File: src/include/vcache_macros.svh
// sizing macros for the vcache subarray
// columns, lines per tile, word widths and link FIFO depth

`ifndef VCACHE_MACROS_SVH
`define VCACHE_MACROS_SVH

// tiles in the row and bits to name one
`define NUM_COLS 4
`define COL_W 2

// direct-mapped, one word per line
`define SETS 8

`define ADDR_W 12
`define DATA_W 32

// receiver FIFO depth, also the sender's initial credit count
`define FIFO_DEPTH 2

`endif

File: src/source/vcache_pkg.sv
// vcache package
// core request and response structs, memory packet struct

`include "vcache_macros.svh"

package vcache_pkg;

  typedef enum logic {
    OP_LOAD  = 1'b0,
    OP_STORE = 1'b1
  } core_op_e;

  // north side request, 45 bits
  typedef struct packed {
    core_op_e              op;
    logic [`ADDR_W-1:0]    addr;
    logic [`DATA_W-1:0]    data;
  } core_req_s;

  // store response is a bare acknowledge
  typedef struct packed {
    core_op_e              op;
    logic [`DATA_W-1:0]    data;
  } core_rsp_s;

  // west-going reads and writes, east-going fills, 47 bits
  // OP_LOAD reads, OP_STORE writes
  typedef struct packed {
    core_op_e              op;
    logic [`COL_W-1:0]     col;
    logic [`ADDR_W-1:0]    addr;
    logic [`DATA_W-1:0]    data;
  } mem_pkt_s;

endpackage

File: src/source/credit_fifo.sv
// credit_fifo: link receiver buffer
// circular buffer, one credit pulse back per pop

`timescale 1ns/1ps
`include "vcache_macros.svh"

module credit_fifo #(
  parameter type payload_t  = logic,
  parameter int  FIFO_DEPTH = `FIFO_DEPTH
) (
  input  logic     clk_i,
  input  logic     arst_n_i,
  input  logic     valid_i,
  input  payload_t data_i,
  output logic     valid_o,
  output payload_t data_o,
  input  logic     pop_i,
  output logic     credit_o
);

  localparam int ptr_width_lp = (FIFO_DEPTH > 1) ? $clog2(FIFO_DEPTH) : 1;
  localparam int cnt_width_lp = $clog2(FIFO_DEPTH + 1);

  payload_t                mem_q [FIFO_DEPTH];
  logic [ptr_width_lp-1:0] wr_ptr_q;
  logic [ptr_width_lp-1:0] rd_ptr_q;
  logic [cnt_width_lp-1:0] count_q;
  logic                    pop;

  function automatic logic [ptr_width_lp-1:0] ptr_inc(input logic [ptr_width_lp-1:0] ptr);
    if (ptr == ptr_width_lp'(FIFO_DEPTH - 1)) begin
      ptr_inc = '0;
    end else begin
      ptr_inc = ptr + 1'b1;
    end
  endfunction

  assign valid_o = (count_q != '0);
  assign data_o  = mem_q[rd_ptr_q];
  assign pop     = pop_i && valid_o;

  // sender credits keep a push off a full buffer
  always_ff @(posedge clk_i or negedge arst_n_i) begin
    if (!arst_n_i) begin
      wr_ptr_q <= '0;
      rd_ptr_q <= '0;
      count_q  <= '0;
      credit_o <= 1'b0;
    end else begin
      if (valid_i) begin
        wr_ptr_q <= ptr_inc(wr_ptr_q);
      end
      if (pop) begin
        rd_ptr_q <= ptr_inc(rd_ptr_q);
      end
      count_q  <= count_q + cnt_width_lp'(valid_i) - cnt_width_lp'(pop);
      credit_o <= pop;
    end
  end

  always_ff @(posedge clk_i) begin
    if (valid_i) begin
      mem_q[wr_ptr_q] <= data_i;
    end
  end

endmodule

File: src/source/vcache_array.sv
// vcache_array: one row of vcache tiles
// west request chain and east fill chain between neighbours

`timescale 1ns/1ps
`include "vcache_macros.svh"

module vcache_array (
  input  logic                                 clk_i,
  input  logic                                 arst_n_i,

  input  logic [`NUM_COLS-1:0]                 core_req_valid_i,
  input  vcache_pkg::core_req_s [`NUM_COLS-1:0] core_req_i,
  output logic [`NUM_COLS-1:0]                 core_req_credit_o,
  output logic [`NUM_COLS-1:0]                 core_rsp_valid_o,
  output vcache_pkg::core_rsp_s [`NUM_COLS-1:0] core_rsp_o,
  input  logic [`NUM_COLS-1:0]                 core_rsp_credit_i,

  output logic                                 mem_req_valid_o,
  output vcache_pkg::mem_pkt_s                 mem_req_o,
  input  logic                                 mem_req_credit_i,
  input  logic                                 mem_fill_valid_i,
  input  vcache_pkg::mem_pkt_s                 mem_fill_i,
  output logic                                 mem_fill_credit_o
);

  import vcache_pkg::*;

  // west-going request links, indexed by tile
  wire [`NUM_COLS-1:0]           west_pkt_valid_lo;
  wire mem_pkt_s [`NUM_COLS-1:0] west_pkt_lo;
  wire [`NUM_COLS-1:0]           west_pkt_credit_li;
  wire [`NUM_COLS-1:0]           east_pkt_valid_li;
  wire mem_pkt_s [`NUM_COLS-1:0] east_pkt_li;
  wire [`NUM_COLS-1:0]           east_pkt_credit_lo;

  // east-going fill links
  wire [`NUM_COLS-1:0]           west_fill_valid_li;
  wire mem_pkt_s [`NUM_COLS-1:0] west_fill_li;
  wire [`NUM_COLS-1:0]           west_fill_credit_lo;
  wire [`NUM_COLS-1:0]           east_fill_valid_lo;
  wire mem_pkt_s [`NUM_COLS-1:0] east_fill_lo;
  wire [`NUM_COLS-1:0]           east_fill_credit_li;

  for (genvar c = 0; c < `NUM_COLS; c++) begin : tile

    vcache_tile #(
      .COL(c)
    ) vc (
      .clk_i(clk_i),
      .arst_n_i(arst_n_i),
      .core_req_valid_i(core_req_valid_i[c]),
      .core_req_i(core_req_i[c]),
      .core_req_credit_o(core_req_credit_o[c]),
      .core_rsp_valid_o(core_rsp_valid_o[c]),
      .core_rsp_o(core_rsp_o[c]),
      .core_rsp_credit_i(core_rsp_credit_i[c]),
      .east_pkt_valid_i(east_pkt_valid_li[c]),
      .east_pkt_i(east_pkt_li[c]),
      .east_pkt_credit_o(east_pkt_credit_lo[c]),
      .west_pkt_valid_o(west_pkt_valid_lo[c]),
      .west_pkt_o(west_pkt_lo[c]),
      .west_pkt_credit_i(west_pkt_credit_li[c]),
      .west_fill_valid_i(west_fill_valid_li[c]),
      .west_fill_i(west_fill_li[c]),
      .west_fill_credit_o(west_fill_credit_lo[c]),
      .east_fill_valid_o(east_fill_valid_lo[c]),
      .east_fill_o(east_fill_lo[c]),
      .east_fill_credit_i(east_fill_credit_li[c])
    );

    // west edge faces memory
    if (c == 0) begin : west_edge
      assign mem_req_valid_o       = west_pkt_valid_lo[c];
      assign mem_req_o             = west_pkt_lo[c];
      assign west_pkt_credit_li[c] = mem_req_credit_i;
      assign west_fill_valid_li[c] = mem_fill_valid_i;
      assign west_fill_li[c]       = mem_fill_i;
      assign mem_fill_credit_o     = west_fill_credit_lo[c];
    end else begin : west_link
      assign east_pkt_valid_li[c-1]   = west_pkt_valid_lo[c];
      assign east_pkt_li[c-1]         = west_pkt_lo[c];
      assign west_pkt_credit_li[c]    = east_pkt_credit_lo[c-1];
      assign west_fill_valid_li[c]    = east_fill_valid_lo[c-1];
      assign west_fill_li[c]          = east_fill_lo[c-1];
      assign east_fill_credit_li[c-1] = west_fill_credit_lo[c];
    end

    // nothing lies east of the last tile
    if (c == `NUM_COLS-1) begin : east_edge
      assign east_pkt_valid_li[c]   = 1'b0;
      assign east_pkt_li[c]         = '0;
      assign east_fill_credit_li[c] = 1'b0;
    end

  end

endmodule

File: src/source/vcache_subarray_top.sv
// vcache_subarray_top: top level of the vcache row
// struct links split into plain per-field ports

`timescale 1ns/1ps
`include "vcache_macros.svh"

module vcache_subarray_top (
  input  logic                                clk_i,
  input  logic                                arst_n_i,

  input  logic [`NUM_COLS-1:0]                core_req_valid_i,
  input  logic [`NUM_COLS-1:0]                core_req_op_i,
  input  logic [`NUM_COLS-1:0][`ADDR_W-1:0]   core_req_addr_i,
  input  logic [`NUM_COLS-1:0][`DATA_W-1:0]   core_req_data_i,
  output logic [`NUM_COLS-1:0]                core_req_credit_o,
  output logic [`NUM_COLS-1:0]                core_rsp_valid_o,
  output logic [`NUM_COLS-1:0]                core_rsp_op_o,
  output logic [`NUM_COLS-1:0][`DATA_W-1:0]   core_rsp_data_o,
  input  logic [`NUM_COLS-1:0]                core_rsp_credit_i,

  output logic                                mem_req_valid_o,
  output logic                                mem_req_op_o,
  output logic [`COL_W-1:0]                   mem_req_col_o,
  output logic [`ADDR_W-1:0]                  mem_req_addr_o,
  output logic [`DATA_W-1:0]                  mem_req_data_o,
  input  logic                                mem_req_credit_i,

  input  logic                                mem_fill_valid_i,
  input  logic [`COL_W-1:0]                   mem_fill_col_i,
  input  logic [`ADDR_W-1:0]                  mem_fill_addr_i,
  input  logic [`DATA_W-1:0]                  mem_fill_data_i,
  output logic                                mem_fill_credit_o
);

  import vcache_pkg::*;

  wire core_req_s [`NUM_COLS-1:0] core_req;
  wire core_rsp_s [`NUM_COLS-1:0] core_rsp;
  wire mem_pkt_s                  mem_req;
  wire mem_pkt_s                  mem_fill;

  for (genvar c = 0; c < `NUM_COLS; c++) begin : col
    assign core_req[c] = '{op: core_op_e'(core_req_op_i[c]),
                           addr: core_req_addr_i[c],
                           data: core_req_data_i[c]};
    assign core_rsp_op_o[c]   = core_rsp[c].op;
    assign core_rsp_data_o[c] = core_rsp[c].data;
  end

  assign mem_req_op_o   = mem_req.op;
  assign mem_req_col_o  = mem_req.col;
  assign mem_req_addr_o = mem_req.addr;
  assign mem_req_data_o = mem_req.data;

  // fills always carry read data
  assign mem_fill = '{op: OP_LOAD, col: mem_fill_col_i,
                      addr: mem_fill_addr_i, data: mem_fill_data_i};

  vcache_array array (
    .clk_i(clk_i),
    .arst_n_i(arst_n_i),
    .core_req_valid_i(core_req_valid_i),
    .core_req_i(core_req),
    .core_req_credit_o(core_req_credit_o),
    .core_rsp_valid_o(core_rsp_valid_o),
    .core_rsp_o(core_rsp),
    .core_rsp_credit_i(core_rsp_credit_i),
    .mem_req_valid_o(mem_req_valid_o),
    .mem_req_o(mem_req),
    .mem_req_credit_i(mem_req_credit_i),
    .mem_fill_valid_i(mem_fill_valid_i),
    .mem_fill_i(mem_fill),
    .mem_fill_credit_o(mem_fill_credit_o)
  );

endmodule

File: src/source/vcache_tile.sv
// vcache_tile: one direct-mapped write-through cache column
// tag and data arrays, miss control, west and east packet forwarding

`timescale 1ns/1ps
`include "vcache_macros.svh"

module vcache_tile #(
  parameter int COL = 0
) (
  input  logic                  clk_i,
  input  logic                  arst_n_i,

  // north link
  input  logic                  core_req_valid_i,
  input  vcache_pkg::core_req_s core_req_i,
  output logic                  core_req_credit_o,
  output logic                  core_rsp_valid_o,
  output vcache_pkg::core_rsp_s core_rsp_o,
  input  logic                  core_rsp_credit_i,

  // west-going requests
  input  logic                  east_pkt_valid_i,
  input  vcache_pkg::mem_pkt_s  east_pkt_i,
  output logic                  east_pkt_credit_o,
  output logic                  west_pkt_valid_o,
  output vcache_pkg::mem_pkt_s  west_pkt_o,
  input  logic                  west_pkt_credit_i,

  // east-going fills
  input  logic                  west_fill_valid_i,
  input  vcache_pkg::mem_pkt_s  west_fill_i,
  output logic                  west_fill_credit_o,
  output logic                  east_fill_valid_o,
  output vcache_pkg::mem_pkt_s  east_fill_o,
  input  logic                  east_fill_credit_i
);

  import vcache_pkg::*;

  localparam int idx_width_lp = $clog2(`SETS);
  localparam int tag_width_lp = `ADDR_W - idx_width_lp;
  localparam int cnt_width_lp = $clog2(`FIFO_DEPTH + 1);
  localparam logic [`COL_W-1:0] my_col_lp = `COL_W'(COL);

  core_req_s               req;
  logic                    req_valid;
  logic                    req_pop;
  mem_pkt_s                thru;
  logic                    thru_valid;
  logic                    thru_pop;
  mem_pkt_s                fill;
  logic                    fill_valid;
  logic                    fill_pop;

  logic [`SETS-1:0]        line_valid_q;
  logic [tag_width_lp-1:0] tag_q  [`SETS];
  logic [`DATA_W-1:0]      data_q [`SETS];
  logic                    miss_q;

  logic [cnt_width_lp-1:0] rsp_cnt_q;
  logic [cnt_width_lp-1:0] west_cnt_q;
  logic [cnt_width_lp-1:0] east_cnt_q;
  logic                    rsp_avail;
  logic                    west_avail;
  logic                    east_avail;

  logic [idx_width_lp-1:0] req_idx;
  logic [tag_width_lp-1:0] req_tag;
  logic [idx_width_lp-1:0] fill_idx;
  logic                    hit;
  logic                    is_store;
  logic                    need_west;
  logic                    need_rsp;
  logic                    fill_own;
  logic                    fill_own_go;
  logic                    fill_fwd_go;
  logic                    own_west_go;
  logic                    west_go;
  logic                    rsp_go;

  function automatic logic [cnt_width_lp-1:0] credit_next(
    input logic [cnt_width_lp-1:0] cnt,
    input logic                    take,
    input logic                    give
  );
    credit_next = cnt - cnt_width_lp'(take) + cnt_width_lp'(give);
  endfunction

  credit_fifo #(.payload_t(core_req_s), .FIFO_DEPTH(`FIFO_DEPTH)) req_fifo (
    .clk_i(clk_i), .arst_n_i(arst_n_i),
    .valid_i(core_req_valid_i), .data_i(core_req_i),
    .valid_o(req_valid), .data_o(req),
    .pop_i(req_pop), .credit_o(core_req_credit_o)
  );

  credit_fifo #(.payload_t(mem_pkt_s), .FIFO_DEPTH(`FIFO_DEPTH)) thru_fifo (
    .clk_i(clk_i), .arst_n_i(arst_n_i),
    .valid_i(east_pkt_valid_i), .data_i(east_pkt_i),
    .valid_o(thru_valid), .data_o(thru),
    .pop_i(thru_pop), .credit_o(east_pkt_credit_o)
  );

  credit_fifo #(.payload_t(mem_pkt_s), .FIFO_DEPTH(`FIFO_DEPTH)) fill_fifo (
    .clk_i(clk_i), .arst_n_i(arst_n_i),
    .valid_i(west_fill_valid_i), .data_i(west_fill_i),
    .valid_o(fill_valid), .data_o(fill),
    .pop_i(fill_pop), .credit_o(west_fill_credit_o)
  );

  assign rsp_avail  = (rsp_cnt_q != '0);
  assign west_avail = (west_cnt_q != '0);
  assign east_avail = (east_cnt_q != '0);

  // lookup on the request FIFO head
  assign req_idx   = req.addr[idx_width_lp-1:0];
  assign req_tag   = req.addr[`ADDR_W-1:idx_width_lp];
  assign hit       = line_valid_q[req_idx] && (tag_q[req_idx] == req_tag);
  assign is_store  = (req.op == OP_STORE);
  assign need_west = is_store || !hit;
  assign need_rsp  = is_store || hit;

  // through traffic wins the west port
  assign thru_pop    = thru_valid && west_avail;
  assign req_pop     = req_valid && !miss_q
                       && (!need_west || (!thru_valid && west_avail))
                       && (!need_rsp || rsp_avail);
  assign own_west_go = req_pop && need_west;
  assign west_go     = thru_pop || own_west_go;

  assign fill_idx    = fill.addr[idx_width_lp-1:0];
  assign fill_own    = (fill.col == my_col_lp);
  assign fill_own_go = fill_valid && fill_own && miss_q && rsp_avail;
  assign fill_fwd_go = fill_valid && !fill_own && east_avail;
  assign fill_pop    = fill_own_go || fill_fwd_go;

  // miss_q keeps fill and request responses apart
  assign rsp_go = fill_own_go || (req_pop && need_rsp);

  always_ff @(posedge clk_i or negedge arst_n_i) begin
    if (!arst_n_i) begin
      line_valid_q      <= '0;
      miss_q            <= 1'b0;
      rsp_cnt_q         <= cnt_width_lp'(`FIFO_DEPTH);
      west_cnt_q        <= cnt_width_lp'(`FIFO_DEPTH);
      east_cnt_q        <= cnt_width_lp'(`FIFO_DEPTH);
      core_rsp_valid_o  <= 1'b0;
      west_pkt_valid_o  <= 1'b0;
      east_fill_valid_o <= 1'b0;
    end else begin
      if (fill_own_go) begin
        line_valid_q[fill_idx] <= 1'b1;
        miss_q                 <= 1'b0;
      end else if (req_pop && !is_store && !hit) begin
        miss_q <= 1'b1;
      end
      rsp_cnt_q         <= credit_next(rsp_cnt_q, rsp_go, core_rsp_credit_i);
      west_cnt_q        <= credit_next(west_cnt_q, west_go, west_pkt_credit_i);
      east_cnt_q        <= credit_next(east_cnt_q, fill_fwd_go, east_fill_credit_i);
      core_rsp_valid_o  <= rsp_go;
      west_pkt_valid_o  <= west_go;
      east_fill_valid_o <= fill_fwd_go;
    end
  end

  // line update, no write allocate on store miss
  always_ff @(posedge clk_i) begin
    if (fill_own_go) begin
      tag_q[fill_idx]  <= fill.addr[`ADDR_W-1:idx_width_lp];
      data_q[fill_idx] <= fill.data;
    end else if (req_pop && is_store && hit) begin
      data_q[req_idx] <= req.data;
    end
  end

  always_ff @(posedge clk_i) begin
    if (rsp_go) begin
      if (fill_own_go) begin
        core_rsp_o <= '{op: OP_LOAD, data: fill.data};
      end else if (is_store) begin
        core_rsp_o <= '{op: OP_STORE, data: '0};
      end else begin
        core_rsp_o <= '{op: OP_LOAD, data: data_q[req_idx]};
      end
    end
    if (thru_pop) begin
      west_pkt_o <= thru;
    end else if (own_west_go) begin
      // write-through or miss read
      west_pkt_o <= '{op: req.op, col: my_col_lp, addr: req.addr,
                      data: is_store ? req.data : '0};
    end
    if (fill_fwd_go) begin
      east_fill_o <= fill;
    end
  end

endmodule

File: config.mk
export PLATFORM = sky130hd
export DESIGN_NAME = vcache_subarray_top
export DESIGN_NICKNAME = d
export VERILOG_FILES = /design/src/source/vcache_pkg.sv /design/src/source/credit_fifo.sv /design/src/source/vcache_array.sv /design/src/source/vcache_subarray_top.sv /design/src/source/vcache_tile.sv
export VERILOG_INCLUDE_DIRS = /design/src /design/src/include
export SDC_FILE = /design/constraint.sdc
export NUM_CORES = 2
export LEC_CHECK = 0
export BUFFER_PORTS_ARGS = -buffer_cell sky130_fd_sc_hd__buf_4
export CORE_AREA = 10 10 483 485
export DETAILED_ROUTE_END_ITERATION = 16
export DIE_AREA = 0 0 493 495
export PLACE_DENSITY = 0.66
export SYNTH_ARGS = -nofsm -noshare
export SYNTH_HDL_FRONTEND = slang
export SYNTH_SLANG_ARGS = --single-unit
File: constraint.sdc
create_clock -name clk_i -period 11.4 [get_ports clk_i]
set_input_delay 1.14 -clock clk_i [delete_from_list [all_inputs] [get_ports clk_i]]
set_output_delay 1.14 -clock clk_i [all_outputs]
set_load 0.1 [all_outputs]
==> metrics.md <==
| Metric | Value |
|---|---|
| Outcome | `complete, no violations` |
| CTS buffer count | `306` |
| Cells along the critical path | `buf_4, mux2i_2, buf_4, mux2_2, a222oi_1, xor2_1, nand3_1, or4_1, nor4_4, buf_4, a41o_1, buf_4` |
| Vias/cell | `approximately 6` |
| Max_slew headroom | `0.120` |
| EDFF count, synth | `approximately 2.8k` |
| Initial Util | `0.496` |
| Pwr dens | `about 210 mW/mm²` |
| TritonCTS clock tree | `built` |
| CP Data Arrival Time | `between 7 and 8 ns` |
| Crit-path max FO | `51` |
| Syn avg cell area | `about 18 µm²` |
| RePlAce Congestion | `just over 0.9` |
| Total Power | `~27 mW` |
| Final period utilization | `0.578` |
| Port Buf Inserts | `about 430` |
| Largest net degree at the start of global routing | `115` |
| Seq/Total Area, Yosys | `0.778` |
| IO Count | `about 430` |
| Worst-Margin Slew | `around 1.3 ns` |
| Hold/Removal Path Class | `input pin to asynchronous set/reset pin` |
| Drt wl/cell | `28.8 µm` |
| DRC | `0` |
| Clk pwr share | `0.354` |
| Levels on crit path | `12` |
| Placed wire-length estimate | `~190000 µm` |
| Switching Share | `0.282` |
| Synth async-reset ratio | `0.0442` |
| DR pass1 iterations | `7` |
| Family with the most delay on the worst path | `buffers and inverters` |
| Seq cells post-synth | `between 2k and 3k` |
| Mapped Cells | `6157` |
| Layout cell share with drive strength beyond 1 | `0.202` |
| Area growth syn-to-layout | `15.2%` |
| Seq pwr share | `0.471` |
| Post-synthesis cell type count | `71` |
| Sw Pwr | `about 7.6 mW` |
| H-tree Lvls | `5` |
| Core Footprint | `0.224 mm²` |
| Comb pwr share | `0.175` |
| GRT Util Overall | `0.229` |
| Grt ovf | `0` |
| Clock Tree Root | `clkbuf_16` |
| Full die area | `roughly 0.24 mm²` |
| Syn nets | `6441` |
| CTS sink cnt | `2899` |
| Pint | `between 15 and 20 mW` |
| Via count | `just under 60k` |
| Max IR drop VDD | `185 µV` |
| Worst r2r path cells | `12` |
| Post-route ant nets | `0` |
| Finish-stage setup viols | `0` |
| Crit path required time | `between 10 and 15 ns` |
| Buf/Inv on CP | `4` |
| 1st-iter DRT viols | `7602` |
| Post_cts resized | `0` |
| Cell Area, Synth | `about 0.11 mm²` |
| Worst Skew | `~0.094 ns` |
| Clk slew on worst S/H paths | `roughly 0.06 ns` |
| Die width | `493 µm` |
| Most used cell, CP | `buf_4` |
| Peak Freq | `about 150 MHz` |
| # Post-CTS Setup Buffers | `0` |
| Layout Nets | `roughly 7k` |
| Worst Setup End Kind | `register` |
| RSZ-0062 raised after global routing | `no` |
| CTS Hold Buffers Added | `0` |
| First-pass GRT wire length | `roughly 410000 µm` |
| Yosys warns | `0` |
| Leak Pwr | `around 43 nW` |
| Critical Path Max Stage Delay | `between 0.7 and 0.8 ns` |
| Vias in the first global route | `57.9k` |
| Max_cap viols | `0` |
| Startpoint Class | `register` |
| Final hold vios | `0` |
| Fin. max-slew vios | `0` |
| Setup TNS | `0 ns` |
| Setup CP Type | `register to register` |
| Fillers | `approximately 17k` |
| Fin crit period | `about 6.6 ns` |
| Ys flop type | `edfxtp_1` |
| Worst skew pair latency | `between 0.9 and 1 ns` |
| Initial antenna violation count | `14` |
| Clock Path Buffers | `4` |
| Die Ht | `just under 500 µm` |
| Row count | `~170` |
| Final wirelength | `between 200000 and 300000 µm` |
| Slowest CP cell | `mux2i_2` |
per-layer routing:
metal  vias to the layer above  share of wire  track usage
li1                      25300              -            -
met1                     30000           0.41        0.324
met2                      2911           0.46        0.351
met3                       455          0.090       0.0485
met4                         6          0.043       0.0904
met5                         -        0.00012            0
Yosys cell counts, drive strengths merged (7+ instances only):
library cell,count,area share
edfxtp,2771,0.75
mux2i,657,0.059
nand2,481,0.016
o22ai,263,0.015
mux4,207,0.042
inv,196,0.0066
clkbuf,188,0.0064
a21oi,119,0.0055
buf,118,0.0053
nor2,118,0.0040
dfrtp,116,0.026
nand3,104,0.0047
mux2,79,0.0080
o21ai,79,0.0036
xnor2,69,0.0054
a211oi,60,0.0041
nor2b,50,0.0028
ha,46,0.0052
and3,42,0.0024
a31oi,38,0.0021
and2,36,0.0020
a311oi,35,0.0028
a21boi,33,0.0022
nand2b,28,0.0016
xor2,27,0.0021
or2,23,0.0013
a221oi,21,0.0017
nor3,13,0.00059
dfstp,12,0.0028
a22o,11,0.00087
nand4,11,0.00062
or3,11,0.00062
a41o,10,0.00090
a32o,9,0.00081
nor4,9,0.00075
o31ai,9,0.00061
o21a,7,0.00047
registers in the layout, indices dropped and copies added, names as in the netlist, 32 cells and up:
name	flops
array.tile.vc.west_pkt_o	185
array.tile.vc.east_fill_o	138
array.tile.vc.data_q	1024
array.tile.vc.core_rsp_o	132
array.tile.vc.fill_fifo.mem_q	368
array.tile.vc.req_fifo.mem_q	360
array.tile.vc.thru_fifo.mem_q	276
array.tile.vc.tag_q	288
array.tile.vc.line_valid_q	32
cell usage in the layout, fill, tap and decap left out, types with 74 or more instances in the layout:
cell,synthesis,routed
mux2i_1,654,647
buf_4,15,577
clkbuf_16,0,313
nor2_1,118,112
o22ai_1,263,260
edfxtp_1,2771,2771
nand3_1,104,104
dfrtp_1,116,105
inv_1,189,189
mux2_2,77,74
mux4_2,207,207
nand2_1,480,475
a21oi_1,118,117
power groups by stage:
stage                     Combinational [mW]  Sequential (mW)  Clock, mW
after floorplan                         2.25             13.9          0
after global placement                  4.71             13.0          0
after detailed placement                4.77             13.0          0
after CTS                               4.78             12.8       9.70
after global routing                    5.00             12.8       10.1
final                                   4.75             12.8       9.59
through the flow:
step	hold WS, ns	area, µm²	std cells	setup WS, ns	utilization
detailed placement	0.429	118000	9421	4.93	0.529
CTS	0.0940	128000	9951	4.85	0.572
global placement	0.423	118000	9421	4.97	0.529
finish	0.138	128000	9957	4.81	0.572
global route	0.131	128000	9953	4.54	0.572
floorplan	0.421	111000	6157	4.91	-
path summary, 6_finish.rpt:
kind	start	end	slack, ns
max	array.tile[1].vc.req_fifo.rd_ptr_q	array.tile[1].vc.data_q[6][6]	4.81
min	arst_n_i	array.tile[0].vc.east_cnt_q[0]	0.14
max reg2reg	array.tile[1].vc.req_fifo.rd_ptr_q	array.tile[1].vc.data_q[6][6]	4.81
min reg2reg	array.tile[3].vc.west_pkt_o[1]	array.tile[2].vc.thru_fifo.mem_q[1][1]	0.42
max in group asynchronous	arst_n_i	array.tile[3].vc.req_fifo.rd_ptr_q	9.26
min in group clk_i	mem_fill_data_i[0]	array.tile[0].vc.fill_fifo.mem_q[0][0]	0.37
logic make-up (layout without fill, tap and decap cells):
group | count (synthesis) | in the layout | share of synthesized area
DFF | 2899 | 2899 | 0.778
adders and majority gates | 46 | 46 | 0.00518
buffers and inverters | 503 | 1305 | 0.0184
and+or+nand+nor | 936 | 936 | 0.0383
xor gates and xnor gates | 96 | 96 | 0.00757
muxes | 943 | 943 | 0.109
other | 0 | 6 | 0
AOI/OAI and AO/OA | 734 | 734 | 0.0434
area by class of cell:
type	instances	area (µm²)	area share
diodes	6	15.0	0.000117
inverters	197	742	0.00580
clock buffers	387	8200	0.0641
well taps	2992	3740	0.0292
repair buffers	578	4340	0.0339
clock inverters	143	1330	0.0104
flip-flops and latches	2899	86500	0.675
multi-input cells	2755	23200	0.181
Power figures use the tool's default switching activity.
